===== src/cpu_consts.svh =====
`ifndef CPU_CONSTS_SVH
`define CPU_CONSTS_SVH

// data path and address width
`define CPU_WORD_W 32

// general registers and flags share one index space
`define CPU_NREGS 8

// instruction word fields
`define CPU_OP_HI  5
`define CPU_OP_LO  0
`define CPU_RA_HI  8
`define CPU_RA_LO  6
`define CPU_RB_HI  11
`define CPU_RB_LO  9
`define CPU_RD_HI  14
`define CPU_RD_LO  12
`define CPU_HL_BIT 15
`define CPU_VAL_HI 31
`define CPU_VAL_LO 16

// opcodes, anything not listed runs as a nop
`define OP_NOP   6'd0
`define OP_ADD   6'd1
`define OP_SUB   6'd2
`define OP_AND   6'd3
`define OP_OR    6'd4
`define OP_XOR   6'd5
`define OP_LDI   6'd6
`define OP_STORE 6'd7
`define OP_CMPLT 6'd8
`define OP_BRF   6'd9
`define OP_SHL   6'd10
`define OP_HALT  6'd63

`endif


===== src/cpu_pkg.sv =====
`include "cpu_consts.svh"

package cpu_pkg;

    // one data word, also used for addresses
    typedef logic [`CPU_WORD_W-1:0] word_t;

    // selects one of the registers or flags
    typedef logic [$clog2(`CPU_NREGS)-1:0] reg_idx_t;

    // low field of the instruction word
    typedef logic [`CPU_OP_HI-`CPU_OP_LO:0] opcode_t;

    // instruction sequence of the controller
    typedef enum logic [1:0] {
        ST_FETCH     = 2'd0,
        ST_EXECUTE   = 2'd1,
        ST_WRITEBACK = 2'd2,
        ST_HALTED    = 2'd3
    } cpu_state_t;

endpackage


===== src/alu.sv =====
`include "cpu_consts.svh"

module alu
    import cpu_pkg::*;
(
    input  logic        clock,
    input  logic        rst_n,
    input  logic        capture,
    input  opcode_t     opcode,
    input  word_t       operand_a,
    input  word_t       operand_b,
    input  logic [15:0] value,
    input  logic        highlow,
    output word_t       result,
    output logic        flag_out
);

    word_t next_result;
    logic  next_flag;
    logic  less_than;

    // unsigned compare, shared by cmplt result and flag
    assign less_than = operand_a < operand_b;

    always_comb
    begin
        case (opcode)
            `OP_ADD:
            begin
                next_result = operand_a + operand_b;
            end
            `OP_SUB:
            begin
                next_result = operand_a - operand_b;
            end
            `OP_AND:
            begin
                next_result = operand_a & operand_b;
            end
            `OP_OR:
            begin
                next_result = operand_a | operand_b;
            end
            `OP_XOR:
            begin
                next_result = operand_a ^ operand_b;
            end
            `OP_SHL:
            begin
                next_result = operand_a << operand_b[4:0];
            end
            `OP_CMPLT:
            begin
                next_result = word_t'(less_than);
            end
            `OP_LDI:
            begin
                // highlow picks the half that gets the immediate
                if (highlow)
                begin
                    next_result = {value, 16'h0000};
                end
                else
                begin
                    next_result = {16'h0000, value};
                end
            end
            default:
            begin
                next_result = '0;
            end
        endcase
    end

    // compare sets the flag from its bit, the rest flag a zero result
    assign next_flag = (opcode == `OP_CMPLT) ? less_than : (next_result == '0);

    always_ff @(posedge clock)
    begin
        if (!rst_n)
        begin
            result   <= '0;
            flag_out <= 1'b0;
        end
        else if (capture)
        begin
            result   <= next_result;
            flag_out <= next_flag;
        end
    end

endmodule


===== src/cpu.sv =====
`include "cpu_consts.svh"

module cpu
    import cpu_pkg::*;
(
    input  logic  clock,
    input  logic  rst_n,
    input  word_t mem_rdata,
    output word_t mem_addr,
    output word_t mem_wdata,
    output logic  mem_write,
    output logic  halted
);

    logic        capture;
    logic        bank_write;
    opcode_t     opcode;
    reg_idx_t    ra;
    reg_idx_t    rb;
    reg_idx_t    rd;
    logic [15:0] value;
    logic        highlow;
    word_t       operand_a;
    word_t       operand_b;
    word_t       result;
    logic        flag_out;
    logic        flag_a;

    // store data comes from register ra
    assign mem_wdata = operand_a;

    cpu_control control (
        .clock      (clock),
        .rst_n      (rst_n),
        .mem_rdata  (mem_rdata),
        .flag_a     (flag_a),
        .mem_addr   (mem_addr),
        .mem_write  (mem_write),
        .halted     (halted),
        .capture    (capture),
        .bank_write (bank_write),
        .opcode     (opcode),
        .ra         (ra),
        .rb         (rb),
        .rd         (rd),
        .value      (value),
        .highlow    (highlow)
    );

    alu alu_unit (
        .clock     (clock),
        .rst_n     (rst_n),
        .capture   (capture),
        .opcode    (opcode),
        .operand_a (operand_a),
        .operand_b (operand_b),
        .value     (value),
        .highlow   (highlow),
        .result    (result),
        .flag_out  (flag_out)
    );

    reg_bank #(.payload_t(word_t)) word_bank (
        .clock      (clock),
        .rst_n      (rst_n),
        .write_en   (bank_write),
        .write_idx  (rd),
        .write_data (result),
        .read_idx_a (ra),
        .read_idx_b (rb),
        .read_a     (operand_a),
        .read_b     (operand_b)
    );

    // flags share rd with the words, only port a is read
    reg_bank #(.payload_t(logic)) flag_bank (
        .clock      (clock),
        .rst_n      (rst_n),
        .write_en   (bank_write),
        .write_idx  (rd),
        .write_data (flag_out),
        .read_idx_a (ra),
        .read_idx_b (rb),
        .read_a     (flag_a),
        .read_b     ()
    );

endmodule


===== src/cpu_control.sv =====
`include "cpu_consts.svh"

module cpu_control
    import cpu_pkg::*;
(
    input  logic        clock,
    input  logic        rst_n,
    input  word_t       mem_rdata,
    input  logic        flag_a,
    output word_t       mem_addr,
    output logic        mem_write,
    output logic        halted,
    output logic        capture,
    output logic        bank_write,
    output opcode_t     opcode,
    output reg_idx_t    ra,
    output reg_idx_t    rb,
    output reg_idx_t    rd,
    output logic [15:0] value,
    output logic        highlow
);

    cpu_state_t state;
    word_t      pc;
    word_t      ir;
    logic       is_store;
    logic       is_write_class;
    logic       take_branch;
    word_t      value_ext;

    // instruction fields
    assign opcode  = ir[`CPU_OP_HI:`CPU_OP_LO];
    assign ra      = ir[`CPU_RA_HI:`CPU_RA_LO];
    assign rb      = ir[`CPU_RB_HI:`CPU_RB_LO];
    assign rd      = ir[`CPU_RD_HI:`CPU_RD_LO];
    assign highlow = ir[`CPU_HL_BIT];
    assign value   = ir[`CPU_VAL_HI:`CPU_VAL_LO];

    assign value_ext = word_t'(value);

    assign is_store = (opcode == `OP_STORE);

    always_comb
    begin
        case (opcode)
            `OP_ADD, `OP_SUB, `OP_AND, `OP_OR, `OP_XOR,
            `OP_SHL, `OP_CMPLT, `OP_LDI:
            begin
                is_write_class = 1'b1;
            end
            default:
            begin
                is_write_class = 1'b0;
            end
        endcase
    end

    // flag_a is indexed by ra, read before this cycle's bank write
    assign take_branch = (opcode == `OP_BRF) && flag_a;

    assign capture    = (state == ST_EXECUTE);
    assign mem_write  = (state == ST_EXECUTE) && is_store;
    assign bank_write = (state == ST_WRITEBACK) && is_write_class;
    assign halted     = (state == ST_HALTED);

    // store address only in its execute cycle, pc otherwise
    assign mem_addr = mem_write ? value_ext : pc;

    always_ff @(posedge clock)
    begin
        if (!rst_n)
        begin
            state <= ST_FETCH;
            pc    <= '0;
        end
        else
        begin
            case (state)
                ST_FETCH:
                begin
                    state <= ST_EXECUTE;
                end
                ST_EXECUTE:
                begin
                    if (opcode == `OP_HALT)
                    begin
                        state <= ST_HALTED;
                    end
                    else
                    begin
                        state <= ST_WRITEBACK;
                    end
                end
                ST_WRITEBACK:
                begin
                    state <= ST_FETCH;
                    pc    <= take_branch ? value_ext : pc + 1'b1;
                end
                default:
                begin
                    state <= ST_HALTED;
                end
            endcase
        end
    end

    // instruction word is taken straight off the bus at the end of fetch
    always_ff @(posedge clock)
    begin
        if (state == ST_FETCH)
        begin
            ir <= mem_rdata;
        end
    end

endmodule


===== src/reg_bank.sv =====
`include "cpu_consts.svh"

module reg_bank
    import cpu_pkg::*;
#(
    parameter type payload_t = logic
)
(
    input  logic     clock,
    input  logic     rst_n,
    input  logic     write_en,
    input  reg_idx_t write_idx,
    input  payload_t write_data,
    input  reg_idx_t read_idx_a,
    input  reg_idx_t read_idx_b,
    output payload_t read_a,
    output payload_t read_b
);

    payload_t entries [`CPU_NREGS];

    always_ff @(posedge clock)
    begin
        if (!rst_n)
        begin
            for (int i = 0; i < `CPU_NREGS; i++)
            begin
                entries[i] <= payload_t'(0);
            end
        end
        else if (write_en)
        begin
            entries[write_idx] <= write_data;
        end
    end

    // both reads see the old value during a write cycle
    assign read_a = entries[read_idx_a];
    assign read_b = entries[read_idx_b];

endmodule


===== config.mk =====
export PLATFORM = sky130hd
export DESIGN_NAME = cpu
export DESIGN_NICKNAME = d
export VERILOG_FILES = /design/src/cpu_pkg.sv /design/src/alu.sv /design/src/cpu.sv /design/src/cpu_control.sv /design/src/reg_bank.sv
export VERILOG_INCLUDE_DIRS = /design/src
export SDC_FILE = /design/constraint.sdc
export NUM_CORES = 1
export LEC_CHECK = 0
export BUFFER_PORTS_ARGS = -buffer_cell sky130_fd_sc_hd__buf_2
export CAP_MARGIN = 20
export CORE_MARGIN = 2
export CORE_UTILIZATION = 50
export CTS_BUF_LIST = sky130_fd_sc_hd__clkbuf_4 sky130_fd_sc_hd__clkbuf_8
export CTS_CLUSTER_DIAMETER = 100
export DETAILED_ROUTE_END_ITERATION = 7
export PLACE_DENSITY_LB_ADDON = 0.15
export SYNTH_ARGS = -nofsm -noshare
export SYNTH_HDL_FRONTEND = slang
export SYNTH_SLANG_ARGS = --single-unit

===== constraint.sdc =====
create_clock -name clock -period 5.7 [get_ports clock]
set_clock_uncertainty 0.15 [all_clocks]
set_input_delay 0.855 -clock clock [delete_from_list [all_inputs] [get_ports clock]]
set_output_delay 0.855 -clock clock [all_outputs]
set_load 0.005 [all_outputs]

==> results.sh <==
export IMPL_status="completed"
export IMPL_crit_path_top_delay_cell="o31ai_1"
export IMPL_clockBufferDepth=3
export IMPL_crit_chain="buf_4 > mux4_2 > mux2i_2 > inv_1 > ha_1 > o311ai_1 > a31oi_1 > o31ai_1 > a211oi_1 > buf_4 > a221oi_1 > buf_4 > a211oi_1 > a211o_1 > a31o_1 > a21oi_1 > nand3_1 > o32ai_2"
export IMPL_power_leakage_nw=11.6
export IMPL_worstPathMaxFanout=11
export IMPL_hpwlAfterDp_um=65600
export IMPL_finalWirelength_um=91800
export IMPL_hold_buffers=0
export IMPL_numClockSinks=370
export IMPL_finalSetupTns_ns=0
export IMPL_syn_to_final_growth_pct=15.9
export IMPL_final_common_cell="edfxtp_1"
export IMPL_start_util_pct=50.3
export IMPL_crit_required_ns=6.12
export IMPL_ys_warn_count=0
export IMPL_ir_worst_vdd_mv=0.199
export IMPL_critPathKind="reg2reg"
export IMPL_numCtsBuffers=66
export IMPL_maxCapViolations=0
export IMPL_clock_fmax_mhz=179
export IMPL_io_pins=100
export IMPL_die_area_mm2=0.0519
export IMPL_synthDominantCellAreaShare_pct=34.5
export IMPL_power_density_mw_per_mm2=346
export IMPL_cp_start_kind="flip-flop"
export IMPL_synthArstFlopShare_pct=0
export IMPL_drt_initial_drc_count=2039
export IMPL_num_rows=82
export IMPL_hp_class="in2reg"
export IMPL_overflow=0
export IMPL_synth_yosys_seq_area_share_pct=41.1
export IMPL_die_y_um=228
export IMPL_cts_tree="done"
export IMPL_synth_area_top_cells="edfxtp_1 35%, mux4_2 12%, and2_1 6.6%"
export IMPL_via_count=21100
export IMPL_instances_no_fill=3295
export IMPL_crit_path_max_incr_delay_ns=0.76
export IMPL_ant_nets=0
export IMPL_placed_cells=3168
export IMPL_slew_viol_final=0
export IMPL_antenna_found_initial=1
export IMPL_min_period_over_period_pct=98.0
export IMPL_synth_edf_count=288
export IMPL_cts_root_buf="clkbuf_8"
export IMPL_syn_num_nets=2491
export IMPL_synth_seq_cells=370
export IMPL_ys_types=85
export IMPL_setup_viol=0
export IMPL_fin_nets=2705
export IMPL_dr_pass1_iters=7
export IMPL_synth_avg_cell_area_um2=10.6
export IMPL_path_common_cell="buf_4"
export IMPL_numPortBuffers=99
export IMPL_post_drt_wl_per_cell_um=27.9
export IMPL_grt_max_degree=51
export IMPL_fin_crit_ns=5.58
export IMPL_drc=0
export IMPL_core_area_mm2=0.0499
export IMPL_p_total_mw=10.0
export IMPL_worst_setup_path_end_kind="flip-flop"
export IMPL_grt_pass1_vias=20900
export IMPL_yosys_area_top_type="edfxtp_1"
export IMPL_syn_area_mm2=0.0251
export IMPL_worstMarginPinSlew_ns=1.16
export IMPL_globalplace_congestion=1.00
export IMPL_syn_inst=2355
export IMPL_grt_usage_pct=35.1
export IMPL_grt_pass1_wl_um=136000
export IMPL_timing_final_hold_violations=0
export IMPL_max_slew_margin_pct=22.7
export IMPL_path_clk_slew_ns=0.06
export IMPL_final_cell_mix="288 x edfxtp_1, 265 x and2_1, 197 x buf_4"
export IMPL_h_tree_depth=3
export IMPL_insertion_delay_ns=0.67
export IMPL_arrival_ns=6.01
export IMPL_die_w_um=228
export IMPL_drive_gt1_share_pct=25.4
export IMPL_viasPerCell=6.41
export IMPL_synth_flop_cell="edfxtp_1"
==> cell families after synthesis <==
group                    Yosys count  synth area share (%)
AND/OR/NAND/NOR                  824                  17.1
flip-flops                       370                  41.1
adder cells (fa/ha/maj)          102                  5.15
XOR/XNOR                          21                 0.734
AO/OA/AOI/OAI                    509                  13.8
multiplexers                     271                  18.0
buffers and inverters            258                  4.22
==> path summary, 6_finish.rpt <==
check	slack, ns	to	start	cells after the start
worst min register to register	0.31	flag_bank.entries[5]	flag_bank.entries[5]	2
worst min-delay path	0.21	control.ir[17]	mem_rdata[17]	1
worst max register to register	0.12	alu_unit.flag_out	flip-flop	18
worst max-delay path	0.12	alu_unit.flag_out	flip-flop	18
==> cell usage after synthesis (all sizes together) (10+ instances only) <==
master  number
a211oi      38
a21o        19
a21oi      120
a221o       15
a221oi      26
a22oi       18
a31oi       15
and2       265
and3        21
buf         45
clkbuf     114
dfxtp       82
edfxtp     288
ha         100
inv         99
mux2        40
mux2i      101
mux4       130
nand2      142
nand2b      22
nand3       26
nand4       21
nor2       197
nor2b       30
nor3        41
nor3b       17
nor4        13
o211ai      25
o21ai      104
o22ai       17
o31ai       16
or3         10
xnor2       11
xor2        10
==> metal layers <==
metal / global-route usage [%] / routed length (um)
met5: 0 / 0
met4: 14.1 / 3910
met3: 6.43 / 7900
met2: 57.1 / 43100
met1: 46.5 / 36800
==> area by class of cell <==
type	count	area, um^2
antenna	2	5.00
clock buffer	88	1120
clock inverter	32	305
fill	4258	20800
inverter	99	372
multi-input combinational	1727	13900
sequential	370	10300
tap	672	841
timing repair buffer	305	2150
==> timing repair <==
item / CTS / global route
resized for setup: 3 / 15
endpoints found under the setup margin: 1 / 1
setup buffers: 0 / 5
==> metrics by stage <==
step,hold slack (ns),cell area [um^2],worst slack (ns),utilization (%)
final,0.211,29000,0.116,58.2
after global routing,0.187,29000,-0.0200,58.2
after CTS,0.169,28900,0.0804,58.0
after detailed placement,0.306,27500,-0.416,55.1
after global placement,0.292,27500,-0.380,55.1
after floorplan,0.283,25100,0.0820,-
==> power breakdown <==
group	internal [mW]	switching [mW]	total, mW
logic	1.63	2.45	4.08
registers	3.04	0.192	3.23
clock network	1.49	1.23	2.73
total	6.17	3.87	10.0
==> sequential cells by signal (all words and copies together) (netlist names), named ones only <==
register,flops
word_bank.entries,256
control.state,2
alu_unit.flag_out,1
control.ir,32
flag_bank.entries,8
alu_unit.result,32
control.pc,32
==> worst max-delay path: cells and delay by family (launching register included) <==
| family | cells | cell delay [ns] |
|---|---|---|
| compound gates | 10 | 2.91 |
| fa+ha+maj | 1 | 0.26 |
| buf+inv | 4 | 0.70 |
| flops | 1 | 0.46 |
| mux | 2 | 0.90 |
| simple gates | 1 | 0.12 |
Power figures use the tool's default switching activity.
